## config.mk

```make
export PLATFORM = sky130hd
export DESIGN_NAME = uart_controller
export DESIGN_NICKNAME = d
export VERILOG_FILES = /design/src/hdl/axil_pkg.sv /design/src/hdl/uart_pkg.sv /design/src/hdl/axil_uart_regs.sv /design/src/hdl/byte_fifo.sv /design/src/hdl/uart_controller.sv /design/src/hdl/uart_rx.sv /design/src/hdl/uart_tx.sv
export VERILOG_INCLUDE_DIRS = /design/src /design/src/include
export SDC_FILE = /design/constraint.sdc
export NUM_CORES = 1
export LEC_CHECK = 0
export ABC_AREA = 1
export BUFFER_PORTS_ARGS = -buffer_cell sky130_fd_sc_hd__buf_2
export CAP_MARGIN = 10
export CORE_ASPECT_RATIO = 1.2
export CORE_MARGIN = 2
export CORE_UTILIZATION = 47
export DETAILED_ROUTE_END_ITERATION = 16
export PLACE_DENSITY = 0.68
export SYNTH_ARGS = -nofsm -noshare
export SYNTH_HDL_FRONTEND = slang
export SYNTH_SLANG_ARGS = --single-unit
```

## constraint.sdc

```tcl
create_clock -name clk -period 2.5 [get_ports clk]
set_input_delay 0.5 -clock clk [delete_from_list [all_inputs] [get_ports clk]]
set_output_delay 0.5 -clock clk [all_outputs]
set_load 0.01 [all_outputs]
```

## src/include/uart_defines.svh

```systemverilog
`ifndef UART_DEFINES_SVH
`define UART_DEFINES_SVH

// Serial bit time in clk cycles.
`define UART_CLKS_PER_BIT 8

// Entries in each byte FIFO.
`define UART_FIFO_DEPTH 4

// Register byte offsets on the AXI4-Lite port.
`define UART_REG_DATA   4'h0
`define UART_REG_STATUS 4'h4

`endif

```

## src/hdl/axil_pkg.sv

```systemverilog
package axil_pkg;

    typedef enum logic [1:0] {
        OKAY   = 2'b00,
        SLVERR = 2'b10
    } axil_resp_e;

    // Master-driven channel signals.
    typedef struct packed {
        logic        aw_valid;
        logic [3:0]  aw_addr;
        logic        w_valid;
        logic [31:0] w_data;
        logic        b_ready;
        logic        ar_valid;
        logic [3:0]  ar_addr;
        logic        r_ready;
    } axil_req_t;

    // Slave-driven channel signals.
    typedef struct packed {
        logic        aw_ready;
        logic        w_ready;
        logic        b_valid;
        axil_resp_e  b_resp;
        logic        ar_ready;
        logic        r_valid;
        logic [31:0] r_data;
        axil_resp_e  r_resp;
    } axil_rsp_t;

endpackage

```

## src/hdl/uart_pkg.sv

```systemverilog
package uart_pkg;

    typedef enum logic [1:0] {
        TX_IDLE,
        TX_START,
        TX_DATA,
        TX_STOP
    } tx_state_e;

    typedef enum logic [1:0] {
        RX_IDLE,
        RX_START,
        RX_DATA,
        RX_STOP
    } rx_state_e;

    // STATUS register image, tx_not_full in bit 0.
    typedef struct packed {
        logic rx_overrun;
        logic rx_not_empty;
        logic tx_not_full;
    } uart_status_t;

endpackage

```

## src/hdl/axil_uart_regs.sv

```systemverilog
`timescale 1ns/1ps

`include "uart_defines.svh"

module axil_uart_regs (
    input  logic                clk,
    input  logic                rst,
    input  axil_pkg::axil_req_t req,
    output axil_pkg::axil_rsp_t rsp,
    output logic                tx_wr,
    output logic [7:0]          tx_data,
    input  logic                tx_full,
    output logic                rx_rd,
    input  logic [7:0]          rx_data,
    input  logic                rx_empty,
    input  logic                rx_push,
    input  logic                rx_full,
    output logic                irq
);

    logic                   b_valid;
    logic                   r_valid;
    axil_pkg::axil_resp_e   b_resp;
    axil_pkg::axil_resp_e   r_resp;
    logic [31:0]            r_data;
    logic                   wr_fire;
    logic                   rd_fire;
    logic                   wr_data_hit;
    logic                   rx_overrun;
    uart_pkg::uart_status_t status;

    // Address and data are taken together, only with no response pending.
    assign wr_fire     = req.aw_valid && req.w_valid && !b_valid;
    assign rd_fire     = req.ar_valid && !r_valid;
    assign wr_data_hit = (req.aw_addr == `UART_REG_DATA);

    assign status.tx_not_full  = !tx_full;
    assign status.rx_not_empty = !rx_empty;
    assign status.rx_overrun   = rx_overrun;

    assign irq = !rx_empty;

    always_comb begin
        rsp.aw_ready = wr_fire;
        rsp.w_ready  = wr_fire;
        rsp.b_valid  = b_valid;
        rsp.b_resp   = b_resp;
        rsp.ar_ready = rd_fire;
        rsp.r_valid  = r_valid;
        rsp.r_data   = r_data;
        rsp.r_resp   = r_resp;
    end

    always_ff @(posedge clk) begin
        if (wr_fire) begin
            tx_data <= req.w_data[7:0];
            b_resp  <= wr_data_hit ? axil_pkg::OKAY : axil_pkg::SLVERR;
        end
        if (rd_fire) begin
            case (req.ar_addr)
                `UART_REG_DATA: begin
                    r_data <= rx_empty ? 32'd0 : {24'd0, rx_data};
                    r_resp <= axil_pkg::OKAY;
                end
                `UART_REG_STATUS: begin
                    r_data <= {29'd0, status};
                    r_resp <= axil_pkg::OKAY;
                end
                default: begin
                    r_data <= 32'd0;
                    r_resp <= axil_pkg::SLVERR;
                end
            endcase
        end
    end

    always_ff @(posedge clk or posedge rst) begin
        if (rst) begin
            b_valid    <= 1'b0;
            r_valid    <= 1'b0;
            tx_wr      <= 1'b0;
            rx_rd      <= 1'b0;
            rx_overrun <= 1'b0;
        end else begin
            // Byte is dropped when the transmit FIFO is full.
            tx_wr <= wr_fire && wr_data_hit && !tx_full;
            rx_rd <= rd_fire && (req.ar_addr == `UART_REG_DATA) && !rx_empty;
            if (b_valid && req.b_ready) begin
                b_valid <= 1'b0;
            end else if (wr_fire) begin
                b_valid <= 1'b1;
            end
            if (r_valid && req.r_ready) begin
                r_valid <= 1'b0;
            end else if (rd_fire) begin
                r_valid <= 1'b1;
            end
            // A new overrun in the same cycle survives the clear.
            if (rd_fire && req.ar_addr == `UART_REG_STATUS) begin
                rx_overrun <= 1'b0;
            end
            if (rx_push && rx_full) begin
                rx_overrun <= 1'b1;
            end
        end
    end

endmodule

```

## src/hdl/byte_fifo.sv

```systemverilog
`timescale 1ns/1ps

module byte_fifo #(
    parameter int DEPTH = 4
) (
    input  logic       clk,
    input  logic       rst,
    input  logic       wr_en,
    input  logic [7:0] din,
    input  logic       rd_en,
    output logic [7:0] dout,
    output logic       full,
    output logic       empty
);

    localparam int AW = (DEPTH > 1) ? $clog2(DEPTH) : 1;
    localparam int CW = $clog2(DEPTH + 1);

    logic [7:0]    mem [DEPTH];
    logic [AW-1:0] wr_ptr;
    logic [AW-1:0] rd_ptr;
    logic [CW-1:0] count;
    logic          do_wr;
    logic          do_rd;

    function automatic logic [AW-1:0] next_ptr(input logic [AW-1:0] ptr);
        return (ptr == AW'(DEPTH - 1)) ? '0 : ptr + 1'b1;
    endfunction

    assign full  = (count == CW'(DEPTH));
    assign empty = (count == '0);
    assign do_wr = wr_en && !full;
    assign do_rd = rd_en && !empty;

    // Head of queue is always presented.
    assign dout = mem[rd_ptr];

    always_ff @(posedge clk) begin
        if (do_wr) begin
            mem[wr_ptr] <= din;
        end
    end

    always_ff @(posedge clk or posedge rst) begin
        if (rst) begin
            wr_ptr <= '0;
            rd_ptr <= '0;
            count  <= '0;
        end else begin
            if (do_wr) begin
                wr_ptr <= next_ptr(wr_ptr);
            end
            if (do_rd) begin
                rd_ptr <= next_ptr(rd_ptr);
            end
            case ({do_wr, do_rd})
                2'b10:   count <= count + 1'b1;
                2'b01:   count <= count - 1'b1;
                default: count <= count;
            endcase
        end
    end

endmodule

```

## src/hdl/uart_controller.sv

```systemverilog
`timescale 1ns/1ps

`include "uart_defines.svh"

module uart_controller (
    input  logic                clk,
    input  logic                rst,
    input  axil_pkg::axil_req_t axil_req,
    output axil_pkg::axil_rsp_t axil_rsp,
    input  logic                rxd,
    output logic                txd,
    output logic                irq
);

    logic       tx_wr;
    logic [7:0] tx_wdata;
    logic       tx_full;
    logic       tx_empty;
    logic       tx_rd;
    logic [7:0] tx_dout;
    logic       rx_push;
    logic [7:0] rx_byte;
    logic       rx_rd;
    logic [7:0] rx_dout;
    logic       rx_full;
    logic       rx_empty;

    axil_uart_regs u_regs (
        .clk,
        .rst,
        .req      (axil_req),
        .rsp      (axil_rsp),
        .tx_wr    (tx_wr),
        .tx_data  (tx_wdata),
        .tx_full  (tx_full),
        .rx_rd    (rx_rd),
        .rx_data  (rx_dout),
        .rx_empty (rx_empty),
        .rx_push  (rx_push),
        .rx_full  (rx_full),
        .irq      (irq)
    );

    byte_fifo #(.DEPTH(`UART_FIFO_DEPTH)) tx_fifo (
        .clk,
        .rst,
        .wr_en (tx_wr),
        .din   (tx_wdata),
        .rd_en (tx_rd),
        .dout  (tx_dout),
        .full  (tx_full),
        .empty (tx_empty)
    );

    byte_fifo #(.DEPTH(`UART_FIFO_DEPTH)) rx_fifo (
        .clk,
        .rst,
        .wr_en (rx_push),
        .din   (rx_byte),
        .rd_en (rx_rd),
        .dout  (rx_dout),
        .full  (rx_full),
        .empty (rx_empty)
    );

    uart_tx u_tx (
        .clk,
        .rst,
        .fifo_empty (tx_empty),
        .fifo_data  (tx_dout),
        .fifo_rd    (tx_rd),
        .txd        (txd),
        .busy       ()
    );

    uart_rx u_rx (
        .clk,
        .rst,
        .rxd      (rxd),
        .rx_valid (rx_push),
        .rx_data  (rx_byte)
    );

endmodule

```

## src/hdl/uart_rx.sv

```systemverilog
`timescale 1ns/1ps

`include "uart_defines.svh"

module uart_rx (
    input  logic       clk,
    input  logic       rst,
    input  logic       rxd,
    output logic       rx_valid,
    output logic [7:0] rx_data
);

    localparam int CPB  = `UART_CLKS_PER_BIT;
    localparam int HALF = CPB / 2;
    localparam int CW   = $clog2(CPB);

    uart_pkg::rx_state_e state;
    logic [CW-1:0]       baud_cnt;
    logic [2:0]          bit_idx;
    logic                rxd_meta;
    logic                rxd_sync;
    logic                rxd_prev;
    logic                fall;
    logic                half_end;
    logic                bit_end;

    assign fall     = rxd_prev && !rxd_sync;
    assign half_end = (baud_cnt == CW'(HALF - 1));
    assign bit_end  = (baud_cnt == CW'(CPB - 1));

    // Two-flop synchronizer plus one for edge detect.
    always_ff @(posedge clk or posedge rst) begin
        if (rst) begin
            rxd_meta <= 1'b1;
            rxd_sync <= 1'b1;
            rxd_prev <= 1'b1;
        end else begin
            rxd_meta <= rxd;
            rxd_sync <= rxd_meta;
            rxd_prev <= rxd_sync;
        end
    end

    always_ff @(posedge clk) begin
        if (state == uart_pkg::RX_DATA && bit_end) begin
            rx_data <= {rxd_sync, rx_data[7:1]};
        end
    end

    always_ff @(posedge clk or posedge rst) begin
        if (rst) begin
            state    <= uart_pkg::RX_IDLE;
            baud_cnt <= '0;
            bit_idx  <= '0;
            rx_valid <= 1'b0;
        end else begin
            rx_valid <= 1'b0;
            baud_cnt <= baud_cnt + 1'b1;
            case (state)
                uart_pkg::RX_IDLE: begin
                    baud_cnt <= '0;
                    if (fall) begin
                        state <= uart_pkg::RX_START;
                    end
                end
                uart_pkg::RX_START: begin
                    // Mid start bit. A high line here was only a glitch.
                    if (half_end) begin
                        baud_cnt <= '0;
                        bit_idx  <= '0;
                        state    <= rxd_sync ? uart_pkg::RX_IDLE : uart_pkg::RX_DATA;
                    end
                end
                uart_pkg::RX_DATA: begin
                    if (bit_end) begin
                        baud_cnt <= '0;
                        bit_idx  <= bit_idx + 1'b1;
                        if (bit_idx == 3'd7) begin
                            state <= uart_pkg::RX_STOP;
                        end
                    end
                end
                uart_pkg::RX_STOP: begin
                    if (bit_end) begin
                        state    <= uart_pkg::RX_IDLE;
                        rx_valid <= rxd_sync;
                    end
                end
                default: state <= uart_pkg::RX_IDLE;
            endcase
        end
    end

endmodule

```

## src/hdl/uart_tx.sv

```systemverilog
`timescale 1ns/1ps

`include "uart_defines.svh"

module uart_tx (
    input  logic       clk,
    input  logic       rst,
    input  logic       fifo_empty,
    input  logic [7:0] fifo_data,
    output logic       fifo_rd,
    output logic       txd,
    output logic       busy
);

    localparam int CPB = `UART_CLKS_PER_BIT;
    localparam int CW  = $clog2(CPB);

    uart_pkg::tx_state_e state;
    logic [CW-1:0]       baud_cnt;
    logic [2:0]          bit_idx;
    logic [7:0]          shift_reg;
    logic                bit_end;

    assign bit_end = (baud_cnt == CW'(CPB - 1));

    // Take a byte as soon as the serializer is free.
    assign fifo_rd = (state == uart_pkg::TX_IDLE) && !fifo_empty;
    assign busy    = (state != uart_pkg::TX_IDLE) || fifo_rd;

    always_ff @(posedge clk) begin
        if (fifo_rd) begin
            shift_reg <= fifo_data;
        end else if (state == uart_pkg::TX_DATA && bit_end) begin
            shift_reg <= {1'b0, shift_reg[7:1]};
        end
    end

    always_ff @(posedge clk or posedge rst) begin
        if (rst) begin
            state    <= uart_pkg::TX_IDLE;
            baud_cnt <= '0;
            bit_idx  <= '0;
            txd      <= 1'b1;
        end else begin
            baud_cnt <= bit_end ? '0 : baud_cnt + 1'b1;
            case (state)
                uart_pkg::TX_IDLE: begin
                    baud_cnt <= '0;
                    if (fifo_rd) begin
                        state <= uart_pkg::TX_START;
                        txd   <= 1'b0;
                    end
                end
                uart_pkg::TX_START: begin
                    if (bit_end) begin
                        state   <= uart_pkg::TX_DATA;
                        bit_idx <= '0;
                        txd     <= shift_reg[0];
                    end
                end
                uart_pkg::TX_DATA: begin
                    if (bit_end) begin
                        bit_idx <= bit_idx + 1'b1;
                        if (bit_idx == 3'd7) begin
                            state <= uart_pkg::TX_STOP;
                            txd   <= 1'b1;
                        end else begin
                            // Next bit, LSB first.
                            txd <= shift_reg[1];
                        end
                    end
                end
                uart_pkg::TX_STOP: begin
                    if (bit_end) begin
                        state <= uart_pkg::TX_IDLE;
                    end
                end
                default: state <= uart_pkg::TX_IDLE;
            endcase
        end
    end

endmodule

```

==> out/metrics.yaml, run 1 <==
cells_and_area:
  final_core_util_pct: 55.53
  syn_to_final_growth_pct: 16.10
  stdcell_count: 758
  top_regs: "rx_fifo.mem x32, tx_fifo.mem x32"
  layout-drive-gt1-share_pct: 19.36
  num_antenna_cells: 0
  nets: 657
global_routing:
  grt_overflow_total: 0
  antenna_found_initial: 0
  grt_pass1_wl_um: 17260
  grt_use_total_pct: 16.73
  grt_pass1_vias: 3623
  grt_start_max_net_pins: 41
yosys:
  yosys-top-cells-area: "edfxtp_1 49%, dfrtp_1 15%, ha_1 5.4%"
  synth-seq-cells: 138
  synth_edf_count: 98
  avgSynthCellArea_um2: 11.51
  syn_area_um2: 6032
  synth_commonest_cells: "98 x edfxtp_1, 76 x nand2_1, 66 x nor2_1"
  yosys_most_used_dff: "edfxtp_1"
  synth_cells: 524
  synth_top_area_share_pct: 48.79
  yosysSeqAreaShare_pct: 65.46
  synth-async-reset-ratio_pct: 28.99
  yosysMostFrequentCell: "edfxtp_1"
  yosys.area.top_type: "edfxtp_1"
  yosys_warnings: 0
  synth_cell_type_count: 31
power_and_ir_drop:
  cellPowerDensity_nw_per_um2: 1014
  ir_drop_mv: 0.6121
  finalPower_mw: 7.098
  p_leak_nw: 2.966
sta:
  relSlewSlack_pct: 27.99
  finalMaxSlewViolations: 0
  timing.final.crit_share_pct: 92.48
  worst_clock_skew_ns: 0.005696
  period_needed_ns: 2.312
  fin_tns_setup_ns: 0
  hold_viol_final: 0
  worstMarginPinSlew_ns: 1.069
  fmax_mhz: 432.5
  setup_violations: 0
  rsz0062_at_grt: "no"
detailed_routing:
  drc: 0
  wl_um: 10740
  viasPerCell: 4.831
  vias: 3662
  wl_per_cell_um: 14.17
  drtIter0Drc: 163
  ant_nets: 0
  drt-pass1-iter-count: 4
floorplanning:
  rows: 45
  fp.dieH_um: 128.1
  dieArea_um2: 13760
  chipWidth_um: 107.4
  ios: 91
  start_util_pct: 47.83
  core_area_um2: 12610
placed_design:
  hpwl_um: 7462
  io_buffer_count: 40
  place_inst: 726
  gp_congestion: 0.8072
clocking:
  cts_buffers: 17
  cts-htree-levels: 4
  clkSlewWorstSetupHoldPaths_ns: 0.06
  post_cts_resized: 0
  postCtsSetupBuffers: 0
  clock_path_buffers: 2
  cts_tree: "yes"
  clk_latency_ns: 0.41
  numClockSinks: 138
  cts_hold_buffers: 0
  cts_root_buf: "clkbuf_16"
job:
  max-cap-violations: 0
min_path:
  worstHoldPathType: "input port to flop"
worst_setup_path:
  path_buf_inv: 3
  crit_arrival_ns: 2.59
  path_max_fanout: 12
  crit_path_end_kind: "flop"
  path_delay_family: "adder cells"
  path_class: "flop to flop"
  slowest_delay_ns: 0.44
  path_cells: "inv_1 -> ha_1 -> nand2_2 -> inv_2 -> ha_1 -> inv_1 -> fa_1 -> a21oi_1 -> o21ai_0 -> xor2_1"
  crit_required_ns: 2.78
  cp-start-kind: "flop"
  slowest_stage: "fa_1"
status:
  outcome: "complete, no violations"
-- stage by stage --
step | hold WS (ns) | instance area, um2 | setup WS (ns)
after floorplan | 0.3452 | 6126 | 0.2964
after global placement | 0.3466 | 6336 | 0.2748
after detailed placement | 0.3498 | 6336 | 0.1819
after CTS | 0.1663 | 7003 | 0.1867
after global routing | 0.1557 | 7003 | 0.01959
final | 0.1880 | 7003 | 0.1880
-- worst register-to-register path: stages (launching register included) --
cell and delay [ns]:
dfrtp_1 0.41, inv_1 0.11, ha_1 0.29, nand2_2 0.09, inv_2 0.17, ha_1 0.18
inv_1 0.07, fa_1 0.44, a21oi_1 0.15, o21ai_0 0.12, xor2_1 0.16
-- cell usage in the layout, fill, tap and decap left out, drive strengths merged, types with 19 or more instances in the layout --
cell	count
buf	52
clkbuf	20
conb	26
dfrtp	36
edfxtp	98
ha	26
inv	59
nand2	81
nand3	19
nor2	70
o21ai	62
-- report_power, final --
group	internal (mW)	leakage [nW]	total [mW]	switching, mW
logic	0.484	1.24	1.38	0.896
clock network	1.84	0.322	2.77	0.932
registers	2.75	1.41	2.95	0.198
total	5.07	2.97	7.10	2.03
-- cell type report --
class	count	area, um2
Multi-Input combinational cell	315	1678
Tap cell	164	205.2
Inverter	57	214.0
Sequential cell	138	3949
Fill cell	1060	5609
Clock inverter	12	210.2
Clock buffer	20	456.7
Timing Repair Buffer	52	290.3
-- routing by layer --
layer / part of all wire, % / vias up / global-route usage [%]
met3: 3.6 / 9 / 6.151
met2: 55 / 56 / 29.49
met4: 1.0 / 0 / 5.430
met5: 0 / - / 0
li1: - / 1826 / -
met1: 41 / 1771 / 18.76
-- kinds of logic (layout without fill, tap and decap cells) --
group	count (synthesis)	in the layout	synth area share [%]
xor gates and xnor gates	2	2	0.2904
buffers and inverters	96	141	8.276
other	1	26	0.06217
and+or+nand+nor	175	175	12.28
DFF	138	138	65.46
AOI/OAI and AO/OA	84	84	7.571
adders and majority gates	28	28	6.057
-- worst paths after layout --
| path | slack, ns | to | from | depth (start not counted) |
|---|---|---|---|---|
| min in group asynchronous | 0.21 | tx_fifo.rd_ptr[0] | rst | 3 |
| max in group asynchronous | 1.90 | u_rx.rxd_prev | rst | 3 |
| worst min-delay path | 0.19 | u_rx.rxd_meta | rxd | 1 |
| worst max-delay path | 0.19 | tx_fifo.count[2] | u_tx.state[1] | 10 |
| worst max register to register | 0.19 | tx_fifo.count[2] | u_tx.state[1] | 10 |
| worst min register to register | 0.36 | u_rx.rxd_sync | u_rx.rxd_meta | 0 |
(Power assumes the default switching activity.)
==> run 2, diff against run 1 <==
RECOVER_POWER = 50   (was not set)
==> out/metrics.yaml, run 2 (same netlist as run 1, synthesis figures left out) <==
status:
  outcome: "complete, no violations"
sta:
  period_needed_ns: 2.306  # -0.005635 ns
  hold_viol_final: 0  # unchanged
  fin_ws_ns: 0.1936  # +0.005635 ns
  rsz0062_at_grt: "no"
  fmax_mhz: 433.6  # +0.24%
  fin_tns_setup_ns: 0  # unchanged
  setup_violations: 0  # unchanged
  worst_clock_skew_ns: 0.006883  # +0.001187 ns
  timing.final.crit_share_pct: 92.25  # -0.23 points
  worstMarginPinSlew_ns: 1.069  # +0.0001577 ns
  relSlewSlack_pct: 27.98  # about the same
  finalMaxSlewViolations: 0  # unchanged
global_routing:
  antenna_found_initial: 0  # unchanged
  grt_pass1_wl_um: 17260  # unchanged
  grt_overflow_total: 0  # unchanged
  grt_start_max_net_pins: 41  # unchanged
  grt_use_total_pct: 16.73  # unchanged
  grt_pass1_vias: 3623  # unchanged
floorplanning:
  chipWidth_um: 107.4  # unchanged
  start_util_pct: 47.83  # unchanged
  ios: 91  # unchanged
  core_area_um2: 12610  # unchanged
  fp.dieH_um: 128.1  # unchanged
  dieArea_um2: 13760  # unchanged
  rows: 45  # unchanged
placed_design:
  place_inst: 726  # unchanged
  gp_congestion: 0.8072  # unchanged
  pre_cts_slack_ns: 0.1819  # unchanged
  hpwl_um: 7462  # unchanged
  placed_area_um2: 6336  # unchanged
  io_buffer_count: 40  # unchanged
clocking:
  cts_root_buf: "clkbuf_16"
  cts_hold_buffers: 0  # unchanged
  post_cts_resized: 0  # unchanged
  cts_buffers: 17  # unchanged
  numClockSinks: 138  # unchanged
  cts-htree-levels: 4  # unchanged
  cts_tree: "yes"
  clock_path_buffers: 2  # unchanged
  postCtsSetupBuffers: 0  # unchanged
  clkSlewWorstSetupHoldPaths_ns: 0.06  # about the same
  clk_latency_ns: 0.41  # about the same
detailed_routing:
  drtIter0Drc: 174  # +6.7%
  vias: 3685  # +0.63%
  wl_per_cell_um: 14.16  # about the same
  drc: 0  # unchanged
  ant_nets: 0  # unchanged
  wl_um: 10730  # about the same
  drt-pass1-iter-count: 4  # unchanged
  viasPerCell: 4.861  # +0.63%
cells_and_area:
  syn_to_final_growth_pct: 15.74
  layout_commonest_cell: "edfxtp_1"
  final_cell_mix: "98 x edfxtp_1, 76 x nand2_1, 67 x nor2_1, 48 x o21ai_0, 42 x inv_1"
  num_antenna_cells: 0  # unchanged
  layout-drive-gt1-share_pct: 18.35  # -1.0 points
  design_area_um2: 6982  # -0.30%
  top_regs: "rx_fifo.mem x32, tx_fifo.mem x32"
  final_core_util_pct: 55.36  # -0.17 points
  nFillCells: 1066  # +0.57%
  stdcell_count: 758  # unchanged
  nets: 657  # unchanged
job:
  max-cap-violations: 0  # unchanged
power_and_ir_drop:
  cellPowerDensity_nw_per_um2: 1015  # +0.18%
  ir_drop_mv: 0.6120  # about the same
  p_leak_nw: 2.954  # -0.41%
worst_setup_path:
  cp-start-kind: "flop"
  slowest_delay_ns: 0.44  # about the same
  crit_path_end_kind: "flop"
  crit_required_ns: 2.78  # about the same
  crit_arrival_ns: 2.59  # about the same
  path_max_fanout: 12  # unchanged
  slowest_stage: "fa_1"
  path_class: "flop to flop"
  path_cells: "inv_1 -> ha_1 -> nand2_2 -> inv_2 -> ha_1 -> inv_1 -> fa_1 -> a21oi_1 -> o21ai_0 -> xor2_1"
min_path:
  worstHoldPathType: "input port to flop"
[run 2: cell count changes in the layout (fill, tap and decap cells not counted), sizes merged]
cell and delta:
clkbuf +3, buf -3
[run 2: path summary, 6_finish.rpt]
path	end	cells past startpoint	slack, ns	start
min in group asynchronous	tx_fifo.rd_ptr[0]	3	0.41	rst
hold / removal	u_rx.rxd_meta	1	0.19	rxd
max in group asynchronous	u_rx.baud_cnt[1]	3	1.46	rst
setup / recovery	tx_fifo.count[2]	10	0.19	u_tx.state[1]
setup reg to reg	tx_fifo.count[2]	10	0.19	u_tx.state[1]
hold reg to reg	u_rx.rxd_sync	0	0.36	u_rx.rxd_meta
[run 2: layout make-up]
type | instances | area [um2] | share of cell area, %
inverters | 57 | 214.0 | 3.065
clock buffers | 20 | 456.7 | 6.541
clock inverters | 12 | 210.2 | 3.011
repair buffers | 52 | 280.3 | 4.014
flip-flops and latches | 138 | 3949 | 56.56
multi-input cells | 315 | 1667 | 23.87
well taps | 164 | 205.2 | 2.939
[run 2: layer usage]
layer / part of all wire (%) / routed length, um / track usage (%) / up-vias
met3: 3.8 / 411 / 6.151 / 9
met5: 0 / 0 / 0 / -
met1: 41 / 4351 / 18.76 / 1782
met4: 1.0 / 112 / 5.430 / 0
li1: - / - / - / 1826
met2: 55 / 5859 / 29.49 / 68
[run 2: worst max-delay path, delay by kind of cell (launching register included)]
family / cells / cell delay, ns
AOI/OAI and AO/OA: 2 / 0.27
xor gates and xnor gates: 1 / 0.16
buffers and inverters: 3 / 0.35
and+or+nand+nor: 1 / 0.09
adders and majority gates: 3 / 0.90
DFF: 1 / 0.41
[run 2: power breakdown]
| part | internal [mW] | leakage, nW | switching (mW) |
|---|---|---|---|
| clock network | 1.84 | 0.322 | 0.932 |
| registers | 2.75 | 1.41 | 0.198 |
| logic | 0.476 | 1.22 | 0.895 |
| total | 5.06 | 2.95 | 2.03 |
[run 2: stage by stage]
step | total power [mW] | hold slack (ns)
5_1_grt | 7.486 | 0.1557
4_1_cts | 7.182 | 0.1663
3_3_place_gp | 4.267 | 0.3466
6_report | 7.089 | 0.1876
3_5_place_dp | 4.370 | 0.3498
2_1_floorplan | 4.026 | 0.3452
